**config.mk**
```make
export PLATFORM = sky130hd
export DESIGN_NAME = rv_core
export DESIGN_NICKNAME = d
export VERILOG_FILES = /design/src/rtl/rv_pkg.sv /design/src/rtl/rv_dec_exe_if.sv /design/src/rtl/rv_alu.sv /design/src/rtl/rv_core.sv /design/src/rtl/rv_dec_exe_reg.sv /design/src/rtl/rv_decode.sv /design/src/rtl/rv_execute.sv /design/src/rtl/rv_reg_file.sv
export SDC_FILE = /design/constraint.sdc
export NUM_CORES = 2
export LEC_CHECK = 0
export BUFFER_PORTS_ARGS = -buffer_cell sky130_fd_sc_hd__buf_2
export CAP_MARGIN = 30
export CORE_MARGIN = 8
export CORE_UTILIZATION = 35
export DETAILED_ROUTE_END_ITERATION = 10
export GPL_TIMING_DRIVEN = 0
export SLEW_MARGIN = 20
export SYNTH_ARGS = -nofsm -noshare
export SYNTH_HDL_FRONTEND = slang
export SYNTH_HIERARCHICAL = 1
export SYNTH_SLANG_ARGS = --single-unit
```
**constraint.sdc**
```tcl
create_clock -name clk -period 8.9 [get_ports clk]
set_input_delay 1.78 -clock clk [delete_from_list [all_inputs] [get_ports clk]]
set_output_delay 1.78 -clock clk [all_outputs]
set_load 0.01 [all_outputs]
```
**src/rtl/rv_pkg.sv**
```systemverilog
package rv_pkg;

    // ------------------------------------------------------------------
    // widths
    // ------------------------------------------------------------------
    localparam int XLEN = 32;
    localparam int REG_ADDR_W = 5;

    typedef logic [XLEN-1:0] xlen_t;
    typedef logic [31:0] inst_t;

    // ------------------------------------------------------------------
    // encodings
    // ------------------------------------------------------------------

    // major opcodes handled by this datapath
    typedef enum logic [6:0] {
        OPC_REG = 7'b0110011,
        OPC_IMM = 7'b0010011,
        OPC_LUI = 7'b0110111
    } opcode_t;

    // low three bits follow funct3, bit 3 marks the alternate form
    typedef enum logic [3:0] {
        ALU_ADD  = 4'b0000,
        ALU_SUB  = 4'b1000,
        ALU_SLL  = 4'b0001,
        ALU_SLT  = 4'b0010,
        ALU_SLTU = 4'b0011,
        ALU_XOR  = 4'b0100,
        ALU_SRL  = 4'b0101,
        ALU_SRA  = 4'b1101,
        ALU_OR   = 4'b0110,
        ALU_AND  = 4'b0111
    } alu_op_t;

    // ------------------------------------------------------------------
    // immediate helpers
    // ------------------------------------------------------------------

    // sign-extended I-type immediate
    function automatic xlen_t imm_i(input inst_t inst);
        return {{20{inst[31]}}, inst[31:20]};
    endfunction

    // U-type immediate, low 12 bits zero
    function automatic xlen_t imm_u(input inst_t inst);
        return {inst[31:12], 12'b0};
    endfunction

endpackage

```
**src/rtl/rv_dec_exe_if.sv**
```systemverilog
interface rv_dec_exe_if #(
    parameter int REG_ADDR_W = rv_pkg::REG_ADDR_W
);
    import rv_pkg::*;

    logic                  valid;
    alu_op_t               alu_op;
    logic [REG_ADDR_W-1:0] rs1_addr;
    logic [REG_ADDR_W-1:0] rs2_addr;
    logic [REG_ADDR_W-1:0] rd_addr;
    logic                  rd_we;
    xlen_t                 rs1_data;
    xlen_t                 rs2_data;
    xlen_t                 imm;
    // immediate replaces rs2 as operand b
    logic                  b_imm;

    // decode side
    modport dec (
        output valid, alu_op, rs1_addr, rs2_addr, rd_addr, rd_we,
        output rs1_data, rs2_data, imm, b_imm
    );

    // pipeline register, reading decode
    modport buf_in (
        input valid, alu_op, rs1_addr, rs2_addr, rd_addr, rd_we,
        input rs1_data, rs2_data, imm, b_imm
    );

    // pipeline register, driving execute
    modport buf_out (
        output valid, alu_op, rs1_addr, rs2_addr, rd_addr, rd_we,
        output rs1_data, rs2_data, imm, b_imm
    );

    modport exe (
        input valid, alu_op, rs1_addr, rs2_addr, rd_addr, rd_we,
        input rs1_data, rs2_data, imm, b_imm
    );

endinterface

```
**src/rtl/rv_alu.sv**
```systemverilog
module rv_alu (
    input  rv_pkg::alu_op_t op_i,
    input  rv_pkg::xlen_t   a_i,
    input  rv_pkg::xlen_t   b_i,
    output rv_pkg::xlen_t   result_o
);
    import rv_pkg::*;

    logic [4:0] shamt;

    assign shamt = b_i[4:0];

    always_comb begin
        case (op_i)
            ALU_ADD:  result_o = a_i + b_i;
            ALU_SUB:  result_o = a_i - b_i;
            ALU_SLL:  result_o = a_i << shamt;
            ALU_SRL:  result_o = a_i >> shamt;
            // arithmetic shift keeps the sign
            ALU_SRA:  result_o = xlen_t'($signed(a_i) >>> shamt);
            ALU_SLT:  result_o = xlen_t'($signed(a_i) < $signed(b_i));
            ALU_SLTU: result_o = xlen_t'(a_i < b_i);
            ALU_XOR:  result_o = a_i ^ b_i;
            ALU_OR:   result_o = a_i | b_i;
            ALU_AND:  result_o = a_i & b_i;
            default:  result_o = '0;
        endcase
    end

endmodule

```
**src/rtl/rv_core.sv**
```systemverilog
module rv_core #(
    parameter int REG_ADDR_W = rv_pkg::REG_ADDR_W
) (
    input  logic        clk,
    input  logic        rst,
    input  logic        inst_valid_i,
    input  logic [31:0] inst_i,
    output logic        wb_valid_o,
    output logic [4:0]  wb_rd_o,
    output logic [31:0] wb_data_o
);
    import rv_pkg::*;

    logic                  wb_we;
    logic [REG_ADDR_W-1:0] wb_rd;
    xlen_t                 wb_data;

    rv_dec_exe_if #(.REG_ADDR_W(REG_ADDR_W)) dec_if ();
    rv_dec_exe_if #(.REG_ADDR_W(REG_ADDR_W)) exe_if ();

    // ------------------------------------------------------------------
    // pipeline
    // ------------------------------------------------------------------
    rv_decode #(
        .REG_ADDR_W (REG_ADDR_W)
    ) i_decode (
        .clk          (clk),
        .rst          (rst),
        .inst_valid_i (inst_valid_i),
        .inst_i       (inst_i),
        .wb_we_i      (wb_we),
        .wb_rd_i      (wb_rd),
        .wb_data_i    (wb_data),
        .dec_o        (dec_if.dec)
    );

    rv_dec_exe_reg #(
        .REG_ADDR_W (REG_ADDR_W)
    ) i_dec_exe_reg (
        .clk   (clk),
        .rst   (rst),
        .dec_i (dec_if.buf_in),
        .exe_o (exe_if.buf_out)
    );

    rv_execute #(
        .REG_ADDR_W (REG_ADDR_W)
    ) i_execute (
        .clk       (clk),
        .rst       (rst),
        .exe_i     (exe_if.exe),
        .wb_we_o   (wb_we),
        .wb_rd_o   (wb_rd),
        .wb_data_o (wb_data)
    );

    // register writes also leave the core
    assign wb_valid_o = wb_we;
    assign wb_rd_o    = 5'(wb_rd);
    assign wb_data_o  = wb_data;

endmodule

```
**src/rtl/rv_dec_exe_reg.sv**
```systemverilog
module rv_dec_exe_reg #(
    parameter int REG_ADDR_W = rv_pkg::REG_ADDR_W
) (
    input  logic          clk,
    input  logic          rst,
    rv_dec_exe_if.buf_in  dec_i,
    rv_dec_exe_if.buf_out exe_o
);

    localparam logic [REG_ADDR_W-1:0] X0_ADDR = '0;

    // ------------------------------------------------------------------
    // control fields
    // ------------------------------------------------------------------
    always_ff @(posedge clk) begin
        if (rst) begin
            exe_o.valid    <= 1'b0;
            exe_o.rd_we    <= 1'b0;
            exe_o.rs1_addr <= X0_ADDR;
            exe_o.rs2_addr <= X0_ADDR;
            exe_o.rd_addr  <= X0_ADDR;
        end else begin
            exe_o.valid    <= dec_i.valid;
            exe_o.rd_we    <= dec_i.rd_we;
            exe_o.rs1_addr <= dec_i.rs1_addr;
            exe_o.rs2_addr <= dec_i.rs2_addr;
            exe_o.rd_addr  <= dec_i.rd_addr;
        end
    end

    // operands and op select
    always_ff @(posedge clk) begin
        exe_o.alu_op   <= dec_i.alu_op;
        exe_o.rs1_data <= dec_i.rs1_data;
        exe_o.rs2_data <= dec_i.rs2_data;
        exe_o.imm      <= dec_i.imm;
        exe_o.b_imm    <= dec_i.b_imm;
    end

endmodule

```
**src/rtl/rv_decode.sv**
```systemverilog
module rv_decode #(
    parameter int REG_ADDR_W = rv_pkg::REG_ADDR_W
) (
    input  logic                  clk,
    input  logic                  rst,
    input  logic                  inst_valid_i,
    input  rv_pkg::inst_t         inst_i,
    input  logic                  wb_we_i,
    input  logic [REG_ADDR_W-1:0] wb_rd_i,
    input  rv_pkg::xlen_t         wb_data_i,
    rv_dec_exe_if.dec             dec_o
);
    import rv_pkg::*;

    opcode_t               opcode;
    logic [2:0]            funct3;
    logic                  funct7_b5;
    logic                  supported;
    logic [REG_ADDR_W-1:0] rs1_addr;
    logic [REG_ADDR_W-1:0] rs2_addr;
    logic [REG_ADDR_W-1:0] rd_addr;
    xlen_t                 rs1_data;
    xlen_t                 rs2_data;

    // alt only matters for SUB and SRA
    function automatic alu_op_t alu_sel(input logic [2:0] f3, input logic alt);
        case (f3)
            3'b000:  return alt ? ALU_SUB : ALU_ADD;
            3'b001:  return ALU_SLL;
            3'b010:  return ALU_SLT;
            3'b011:  return ALU_SLTU;
            3'b100:  return ALU_XOR;
            3'b101:  return alt ? ALU_SRA : ALU_SRL;
            3'b110:  return ALU_OR;
            default: return ALU_AND;
        endcase
    endfunction

    assign opcode    = opcode_t'(inst_i[6:0]);
    assign funct3    = inst_i[14:12];
    assign funct7_b5 = inst_i[30];
    assign rs2_addr  = inst_i[20 +: REG_ADDR_W];
    assign rd_addr   = inst_i[7 +: REG_ADDR_W];

    // ------------------------------------------------------------------
    // opcode decode and immediate select
    // ------------------------------------------------------------------
    always_comb begin
        supported     = 1'b1;
        rs1_addr      = inst_i[15 +: REG_ADDR_W];
        dec_o.alu_op  = ALU_ADD;
        dec_o.imm     = imm_i(inst_i);
        dec_o.b_imm   = 1'b1;
        case (opcode)
            OPC_REG: begin
                dec_o.b_imm  = 1'b0;
                dec_o.alu_op = alu_sel(funct3, funct7_b5);
            end
            // imm bit 30 is a plain immediate bit except on shift-right
            OPC_IMM: dec_o.alu_op = alu_sel(funct3, (funct3 == 3'b101) && funct7_b5);
            // lui becomes x0 + imm
            OPC_LUI: begin
                rs1_addr  = '0;
                dec_o.imm = imm_u(inst_i);
            end
            default: supported = 1'b0;
        endcase
    end

    assign dec_o.valid    = inst_valid_i;
    assign dec_o.rd_we    = inst_valid_i && supported && (rd_addr != '0);
    assign dec_o.rs1_addr = rs1_addr;
    assign dec_o.rs2_addr = rs2_addr;
    assign dec_o.rd_addr  = rd_addr;
    assign dec_o.rs1_data = rs1_data;
    assign dec_o.rs2_data = rs2_data;

    rv_reg_file #(
        .REG_ADDR_W (REG_ADDR_W)
    ) i_reg_file (
        .clk        (clk),
        .rst        (rst),
        .rs1_addr_i (rs1_addr),
        .rs2_addr_i (rs2_addr),
        .we_i       (wb_we_i),
        .rd_addr_i  (wb_rd_i),
        .rd_data_i  (wb_data_i),
        .rs1_data_o (rs1_data),
        .rs2_data_o (rs2_data)
    );

endmodule

```
**src/rtl/rv_execute.sv**
```systemverilog
module rv_execute #(
    parameter int REG_ADDR_W = rv_pkg::REG_ADDR_W
) (
    input  logic                  clk,
    input  logic                  rst,
    rv_dec_exe_if.exe             exe_i,
    output logic                  wb_we_o,
    output logic [REG_ADDR_W-1:0] wb_rd_o,
    output rv_pkg::xlen_t         wb_data_o
);
    import rv_pkg::*;

    logic  fwd_rs1;
    logic  fwd_rs2;
    xlen_t op_a;
    xlen_t op_b;
    xlen_t alu_res;

    // ------------------------------------------------------------------
    // forwarding from the writeback register
    // ------------------------------------------------------------------
    assign fwd_rs1 = wb_we_o && (wb_rd_o != '0) && (wb_rd_o == exe_i.rs1_addr);
    assign fwd_rs2 = wb_we_o && (wb_rd_o != '0) && (wb_rd_o == exe_i.rs2_addr)
                     && !exe_i.b_imm;

    assign op_a = fwd_rs1 ? wb_data_o : exe_i.rs1_data;

    always_comb begin
        if (exe_i.b_imm) begin
            op_b = exe_i.imm;
        end else if (fwd_rs2) begin
            op_b = wb_data_o;
        end else begin
            op_b = exe_i.rs2_data;
        end
    end

    rv_alu i_alu (
        .op_i     (exe_i.alu_op),
        .a_i      (op_a),
        .b_i      (op_b),
        .result_o (alu_res)
    );

    // ------------------------------------------------------------------
    // writeback register
    // ------------------------------------------------------------------
    always_ff @(posedge clk) begin
        if (rst) begin
            wb_we_o <= 1'b0;
        end else begin
            wb_we_o <= exe_i.valid && exe_i.rd_we;
        end
    end

    always_ff @(posedge clk) begin
        wb_rd_o   <= exe_i.rd_addr;
        wb_data_o <= alu_res;
    end

endmodule

```
**src/rtl/rv_reg_file.sv**
```systemverilog
module rv_reg_file #(
    parameter int REG_ADDR_W = rv_pkg::REG_ADDR_W
) (
    input  logic                  clk,
    input  logic                  rst,
    input  logic [REG_ADDR_W-1:0] rs1_addr_i,
    input  logic [REG_ADDR_W-1:0] rs2_addr_i,
    input  logic                  we_i,
    input  logic [REG_ADDR_W-1:0] rd_addr_i,
    input  rv_pkg::xlen_t         rd_data_i,
    output rv_pkg::xlen_t         rs1_data_o,
    output rv_pkg::xlen_t         rs2_data_o
);
    import rv_pkg::*;

    localparam int NUM_REGS = 2 ** REG_ADDR_W;

    xlen_t regs [NUM_REGS];

    // one read port, with write-through of the data being written
    function automatic xlen_t read_port(input logic [REG_ADDR_W-1:0] addr);
        if (addr == '0) begin
            return '0;
        end else if (we_i && (rd_addr_i == addr)) begin
            return rd_data_i;
        end
        return regs[addr];
    endfunction

    always_ff @(posedge clk) begin
        if (rst) begin
            for (int i = 0; i < NUM_REGS; i++) begin
                regs[i] <= '0;
            end
        end else if (we_i && (rd_addr_i != '0)) begin
            regs[rd_addr_i] <= rd_data_i;
        end
    end

    assign rs1_data_o = read_port(rs1_addr_i);
    assign rs2_data_o = read_port(rs2_addr_i);

endmodule

```
# Word-level counts from Yosys, hierarchy flattened
# Memories as Yosys holds them, arrays and structs flattened.
# Index checks and enable logic that the tools add are counted.
dict set report totals {
  regBits 156
  latch_bits 0
  ram_bits 1024
  rom_bits 0
  out_inout_bits 38
  wordCells 99
  memories 1
}
dict set report classes {
  addsub 2
  mul 0
  div_mod_pow 0
  n_lt_le_gt_ge 2
  n_eq_ne 22
  shift 3
  n_mux 33
  bitwise 3
  n_reduce_logical 19
}
# memory words word_bits rd rd_clocked_by_memory_dff write_ports line_no
set memory_table {}
lappend memory_table {i_decode.i_reg_file.regs 32 32 2 0 32 rv_reg_file.sv:18} ;# xlen_t regs [NUM_REGS];
# operator count
set op_table {}
lappend op_table {{$mux W32} 10}
lappend op_table {{$pmux W32 S10} 1}
lappend op_table {{$lt A32 B32 Y1} 2}
lappend op_table {{$pmux W4 S7} 2}
lappend op_table {{$add A32 B32 Y32} 1}
lappend op_table {{$and A32 B32 Y32} 1}
lappend op_table {{$or A32 B32 Y32} 1}
lappend op_table {{$reduce_or A32 Y1} 1}
lappend op_table {{$shl A32 B5 Y32} 1}
lappend op_table {{$shr A32 B5 Y32} 1}
lappend op_table {{$sshr A32 B5 Y32} 1}
lappend op_table {{$sub A32 B32 Y32} 1}
lappend op_table {{$xor A32 B32 Y32} 1}
lappend op_table {{$mux W31} 1}
lappend op_table {{$eq A5 B5 Y1} 4}
lappend op_table {{$eq A4 B3 Y1 const B} 4}
lappend op_table {{$mux W4} 4}
lappend op_table {{$eq A7 B6 Y1 const B} 2}
lappend op_table {{$mux W1} 12}
lappend op_table {{$logic_and A1 B1 Y1} 10}
lappend op_table {{$logic_not A5 Y1} 2}
lappend op_table {{$mux W5} 2}
lappend op_table {{$reduce_bool A5 Y1} 2}
lappend op_table {{$eq A3 B3 Y1 const B} 3}
lappend op_table {{11 further kinds} 14}

# Logic depth before layout (Yosys ltp)
dict set report logic_depth {
  word_depth 8
  depth_mapped 21
}

# Cells and area by module
# The synthesis kept the hierarchy.
# mod n_inst cells_per_inst area_each_um2
set by_module_without_submodules {}
lappend by_module_without_submodules {rv_reg_file 1 3745 55246.7}
lappend by_module_without_submodules {rv_alu 1 1319 8692.1}
lappend by_module_without_submodules {rv_dec_exe_reg 1 136 2497.4}
lappend by_module_without_submodules {rv_execute 1 167 1868.0}
lappend by_module_without_submodules {rv_decode 1 68 501.7}

# Worst setup path before layout
# Ideal clock, no wire load.
dict set report synth_path {
  path_type {reg-to-reg}
  start {register i_execute.wb_rd_o[0]}
  end {register i_execute.wb_data_o[30]}
  setup_time_ns 0.069
  arrival_ns 5.160
  slack_ns 3.671
  path_stages_with_launch 22
  n_path_buf 6
  path_cell_list {dfxtp_1 > or4_1 > o21a_1 > and4b_1 > buf_2 > buf_6 > a221o_1 > inv_1 > buf_1 > buf_1 > clkbuf_1 > ha_1 > clkbuf_1 > nor2_1 > o221ai_1 > a21oi_2 > o211ai_2 > a211oi_2 > o211ai_2 > or3_1 > a22o_1 > o21ai_1}
}
dict set report synth_via {
  elab_chain_cells 8
  word_cells_on_any_way 19
}
# element line_no
set synth_rtl {}
lappend synth_rtl {{from (decl)} rv_execute.sv:8} ;# output logic [REG_ADDR_W-1:0] wb_rd_o,
lappend synth_rtl {{from (signal assigned)} rv_execute.sv:57} ;# wb_rd_o <= exe_i.rd_addr;
lappend synth_rtl {{$reduce_bool A5 Y1} rv_execute.sv:23} ;# assign fwd_rs2 = wb_we_o && (wb_rd_o != '0) && (wb_rd_o == exe_i.rs2_addr)
lappend synth_rtl {{$logic_and A1 B1 Y1} rv_execute.sv:23}
lappend synth_rtl {{$logic_and A1 B1 Y1 (*)} rv_execute.sv:23}
lappend synth_rtl {{$logic_and A1 B1 Y1 (*)} rv_execute.sv:24} ;# && !exe_i.b_imm;
lappend synth_rtl {{$mux W32 (*)} rv_execute.sv:31} ;# end else if (fwd_rs2) begin
lappend synth_rtl {{$mux W32 (*)} rv_execute.sv:29} ;# if (exe_i.b_imm) begin
lappend synth_rtl {{via i_execute.op_b[2]} rv_execute.sv:16} ;# xlen_t op_b;
lappend synth_rtl {{$sub A32 B32 Y32 (tied with other cells)} rv_alu.sv:16} ;# ALU_SUB: result_o = a_i - b_i;
lappend synth_rtl {{$pmux W32 S10 (*)} rv_alu.sv:14} ;# case (op_i)
lappend synth_rtl {{via i_execute.alu_res[30]} rv_execute.sv:17} ;# xlen_t alu_res;
lappend synth_rtl {{to (signal assigned)} rv_execute.sv:58} ;# wb_data_o <= alu_res;
lappend synth_rtl {{to (decl)} rv_execute.sv:9} ;# output rv_pkg::xlen_t wb_data_o
# Mark *: on every way through the listed nets, which the timed path passes. The rest lies on a longest branch.
# A chain may end at the register's enable or synchronous reset.

# Final worst setup path
dict set report layout_path {
  start {register i_execute.wb_rd_o[4]}
  end {register i_execute.wb_data_o[24]}
}
# Same word-level chain as after synthesis.

==> results.env <==
IO_BUF_COUNT=72
PLACED_CELLS_INCL_TAPS=8217
MEASURED_SLEW_AT_THE_WORST_SLEW_CHECK_PIN_PS=1170
DESIGN.FINAL.NETS=5876
TIMING.CRITICAL_PATH.FANOUT_MAX=11
TOP_CELLS_BY_AREA_IN_THE_SYNTHESIZED_NETLIST='edfxtp_1, mux4_2, and2_1, dfxtp_1, mux2i_1'
TIMING.FINAL.MAX_SLEW_VIOLATIONS=0
HOLD_PATH.STARTPOINT='i_dec_exe_reg/exe_o.rd_addr[1]$_SDFF_PP0_'
CTS_BUFFER_DEPTH=3
POWER.TOTAL_mW=15.7
FIN_TNS_SETUP_PS=0
TIMING.CLOCK.SKEW_PS=40.6
HOLD_DEPTH=0
MAXSLEWHEADROOM_PCT=21.8
ROUTE.DETAILED.WL_PER_INST_UM=39.0
SYNTH_AREA_SQ_UM=68800
FINAL_CELL_MIX='and2_1, edfxtp_1, mux4_2, clkbuf_1, mux2i_1'
SYNTH-ADDER-AREA-SHARE_PCT=1.84
NUMBER_OF_CLOCK_SINKS_SEEN_BY_CTS=1180
SYNTH.LARGEST_AREA_CELL='edfxtp_1'
DIEAREA_SQ_UM=211000
INITIAL_CORE_UTIL_PCT=35.2
IO-PIN-COUNT=73
ROOT_BUFFER='clkbuf_16'
FIRST_ITER_VIOLATIONS=9277
SYNTH.YOSYS.SEQ_AREA_SHARE_PCT=49.2
POST_SYNTH_INST_COUNT=5435
UNREPAIRED_SETUP_ENDPOINTS_AFTER_GLOBAL_ROUTING='no'
POSTCTSSETUPREPAIRBUFS=0
YS.FLOP_TYPE='edfxtp_1'
FINAL_HOLD_SLACK_PS=324
DPL_CELL_AREA_SQ_UM=73500
FINAL_UTIL_PCT=39.9
ANTENNA_LEFT=0
FMAX_GHz=0.127
SYNTH-WARNING-COUNT=6
CTS_MADE_BUFFERS=135
YOSYS.AREA.TOP_TYPE_SHARE_PCT=44.7
AREAGROWTHSYNTHTOFINISH_PCT=13.2
POWER.SWITCHING_mW=5.36
ROW_COUNT=162
CP-END-KIND='flip-flop'
REG_CLK_SLEW_REPORTED_PATHS_PS=70
CLOCK_INSERTION_DELAY_WORST_SKEW_PS=820
FF2FF_PATH_DEPTH=20
RATIO_OF_FINAL_MINIMUM_PERIOD_TO_CLOCK_PERIOD_PCT=88.5
P_LEAK_nW=28.7
POWER.SHARE.COMBINATIONAL_PCT=22.7
CAP_VIOLATIONS=0
RESULT_OF_THE_RUN='finished clean'
STDCELL_COUNT=8484
FILLERS=18500
MIN_TO='i_execute/wb_rd_o[1]$_DFF_P_'
PERIOD_NEEDED_PS=7880
SHARE_OF_CELLS_ABOVE_DRIVE_STRENGTH_1_PCT=19.2
FIRST_GLOBAL_VIAS=51600
FINAL-HOLD-VIOLATION-COUNT=0
OVERFLOW=0
POWER.SHARE.SEQUENTIAL_PCT=42.6
GRT_FIRST_PASS_WIRELENGTH_UM=441000
CLK_NETWORK_PWR_SHARE_PCT=34.7
POST-PLACE-WS_PS=1300
SYNTH_ASYNC_SR_FLOP_SHARE_PCT=0
POWER.IR.VDD_WORST_V=0.000163
POST-ROUTE-DRC-COUNT=0
TIMING.HOLD.WORST.CLASS='flip-flop to flip-flop'
SETUP-VIOLATIONS-FINAL=0
WORSTSETUPSTARTPOINTTYPE='flip-flop'
DETAIL_ROUTE.FIRST_PASS.ITERATIONS=9
LARGEST_FAMILY_OF_LOGIC_CELLS_BY_SYNTHESIZED_AREA='multiplexers'
POST_DRT_VIA_CELL_RATIO=6.41
REGISTER_BIT_COUNT_REPORTED_BY_YOSYS=1180
SYNTHMUXAREASHARE_PCT=21.1
POWER_PER_CELL_AREA_nW_PER_UM2=202
CRITICAL_PATH.REG2REG.ENDPOINT='i_execute/wb_data_o[24]$_DFF_P_'
DIEWIDTH_UM=459
CTSHOLDBUFFERS=0
INITIAL_ANTENNA_VIOLATION_COUNT=26
WEIGHTED_CONGESTION_AT_THE_END_OF_ROUTABILITY_DRIVEN_GLOBAL_PLACEMENT=1.09
TRITONCTS='built'
REGTOREGSETUPSLACK_PS=1020
POWER.SWITCHING_FRACTION_PCT=34.1
LAYOUT_COMMONEST_CELL='and2_1'
SYNTH-COMPOUND-AREA-SHARE_PCT=8.69
DR_TOTAL_VIAS=54400
SYNTHSIMPLEGATEAREAFRAC_PCT=14.6
SLACK_OF_THE_CRITICAL_PATH_PS=1020
POST_CTS.RESIZED_INSTANCES=0
H-TREE-DEPTH=4
DESIGN_AREA_SQ_UM=77900
POST_SYNTH.CELL_AREA_AVG_SQ_UM=12.7
YOSYS.CELL_TYPES.COUNT=99
CORE-AREA_SQ_UM=195000
P_INT_mW=10.4
NUMBER_OF_FLOPS_MAPPED_TO_ENABLE_CELLS_BY_YOSYS=1024
DIE_H_UM=459
POST-DP-HPWL_UM=247000
GLOBAL_ROUTE.USAGE.TOTAL_PCT=30.2
POST_SYNTH_XOR_AREA_FRACTION_PCT=0.458
PIN_COUNT_OF_THE_BIGGEST_NET_ENTERING_GLOBAL_ROUTING=33
DRT_WL_TOTAL_UM=331000
CRITICAL_PATH_RT_PS=9560
CRITICAL_PATH_ARRIVAL_PS=8540
WORST_R2R_START='i_execute/wb_rd_o[4]$_DFF_P_'
CRITPATHKIND='flip-flop to flip-flop'
## routing by layer
metal | global-route usage [%] | share of wire [%] | up-vias
li1 | - | - | 21200
met1 | 37.1 | 35 | 27700
met2 | 44.8 | 43 | 4487
met3 | 10.5 | 13 | 1038
met4 | 20.0 | 8.4 | 10
met5 | 0.565 | 0.060 | -
## cells in the mapped netlist, drive strengths merged (9+ instances only)
| cell | count |
|---|---|
| and2 | 1035 |
| edfxtp | 1024 |
| mux4 | 490 |
| clkbuf | 378 |
| mux2i | 247 |
| nor2 | 223 |
| nand2 | 222 |
| a21oi | 165 |
| o21ai | 158 |
| buf | 156 |
| dfxtp | 156 |
| inv | 120 |
| ha | 98 |
| mux2 | 90 |
| nand3 | 75 |
| o211ai | 75 |
| a221oi | 61 |
| a22oi | 60 |
| a221o | 59 |
| nor2b | 42 |
| o22ai | 39 |
| or2 | 39 |
| nor3 | 37 |
| a31oi | 35 |
| a211oi | 32 |
| a21o | 31 |
| o221ai | 24 |
| nand3b | 22 |
| xnor2 | 21 |
| a211o | 17 |
| xor2 | 15 |
| nand2b | 14 |
| and3 | 13 |
| nor4 | 13 |
| o31ai | 12 |
| nand4 | 9 |
| o21a | 9 |
## critical path, stage by stage, from the launching register on
cell and delay, ps:
dfxtp_1 790, xor2_1 150, nor3_1 290, a31oi_1 280
buf_2 280, a221o_1 550, inv_1 290, buf_1 610
buf_1 780, clkbuf_1 660, ha_1 360, clkbuf_1 200
nor2b_1 200, o31a_1 310, o21ai_1 370, a211oi_1 190
a2111oi_2 720, a211oi_1 210, a31oi_1 230, xnor2_1 140
o21ai_1 90
## layout make-up
type / instances / area, sq um / area share, %
Multi-Input combinational cell: 3631 / 32300 / 41.4
Inverter: 121 / 454 / 0.583
Tap cell: 2624 / 3280 / 4.21
Sequential cell: 1180 / 33900 / 43.5
Antenna cell: 16 / 40.0 / 0.0514
Clock inverter: 59 / 533 / 0.684
Timing Repair Buffer: 138 / 1370 / 1.75
Buffer: 534 / 2400 / 3.08
Clock buffer: 181 / 3690 / 4.73
## sequential cells by signal, indices dropped and copies added (netlist names)
signal                        count
i_dec_exe_reg/exe_o.rs2_data     32
i_dec_exe_reg/exe_o.rs2_addr      5
i_dec_exe_reg/exe_o.valid         1
i_dec_exe_reg/exe_o.alu_op        4
i_dec_exe_reg/exe_o.rs1_addr      5
i_decode/i_reg_file/regs       1024
i_execute/wb_data_o              32
i_dec_exe_reg/exe_o.imm          32
i_execute/wb_rd_o                 5
i_execute/wb_we_o                 1
i_dec_exe_reg/exe_o.rd_we         1
i_dec_exe_reg/exe_o.b_imm         1
i_dec_exe_reg/exe_o.rs1_data     32
i_dec_exe_reg/exe_o.rd_addr       5
## power by group through the flow
stage                     Sequential [mW]  Combinational [mW]  Clock, mW
after floorplan                      6.55                1.70          0
after global placement               6.84                3.21          0
after detailed placement             6.79                3.36          0
after CTS                            6.68                3.37       5.51
after global routing                 6.69                3.60       5.70
final                                6.69                3.58       5.45
## how the worst max path moves through the flow
stage | startpoint | endpoint | slack [ps]
floorplan | i_execute/wb_rd_o[0]$_DFF_P_ | i_execute/wb_data_o[30]$_DFF_P_ | 3670
CTS | i_execute/wb_rd_o[0]$_DFF_P_ | i_execute/wb_data_o[24]$_DFF_P_ | 1270
finish | i_execute/wb_rd_o[4]$_DFF_P_ | i_execute/wb_data_o[24]$_DFF_P_ | 1020
detailed placement | i_execute/wb_rd_o[0]$_DFF_P_ | i_execute/wb_data_o[24]$_DFF_P_ | 1300
global route | i_execute/wb_rd_o[0]$_DFF_P_ | i_execute/wb_data_o[24]$_DFF_P_ | 960
global placement | i_execute/wb_rd_o[0]$_DFF_P_ | i_execute/wb_data_o[24]$_DFF_P_ | 1090
## cells by family (layout without fill, tap and decap cells)
family                   Yosys count  count (layout)
AO/OA/AOI/OAI                    857             857
AND/OR/NAND/NOR                 1779            1779
multiplexers                     827             827
flip-flops                      1180            1180
adder cells (fa/ha/maj)          100             100
other                              1              48
XOR/XNOR                          36              36
buffers and inverters            655            1033
Power figures use the tool's default switching activity.
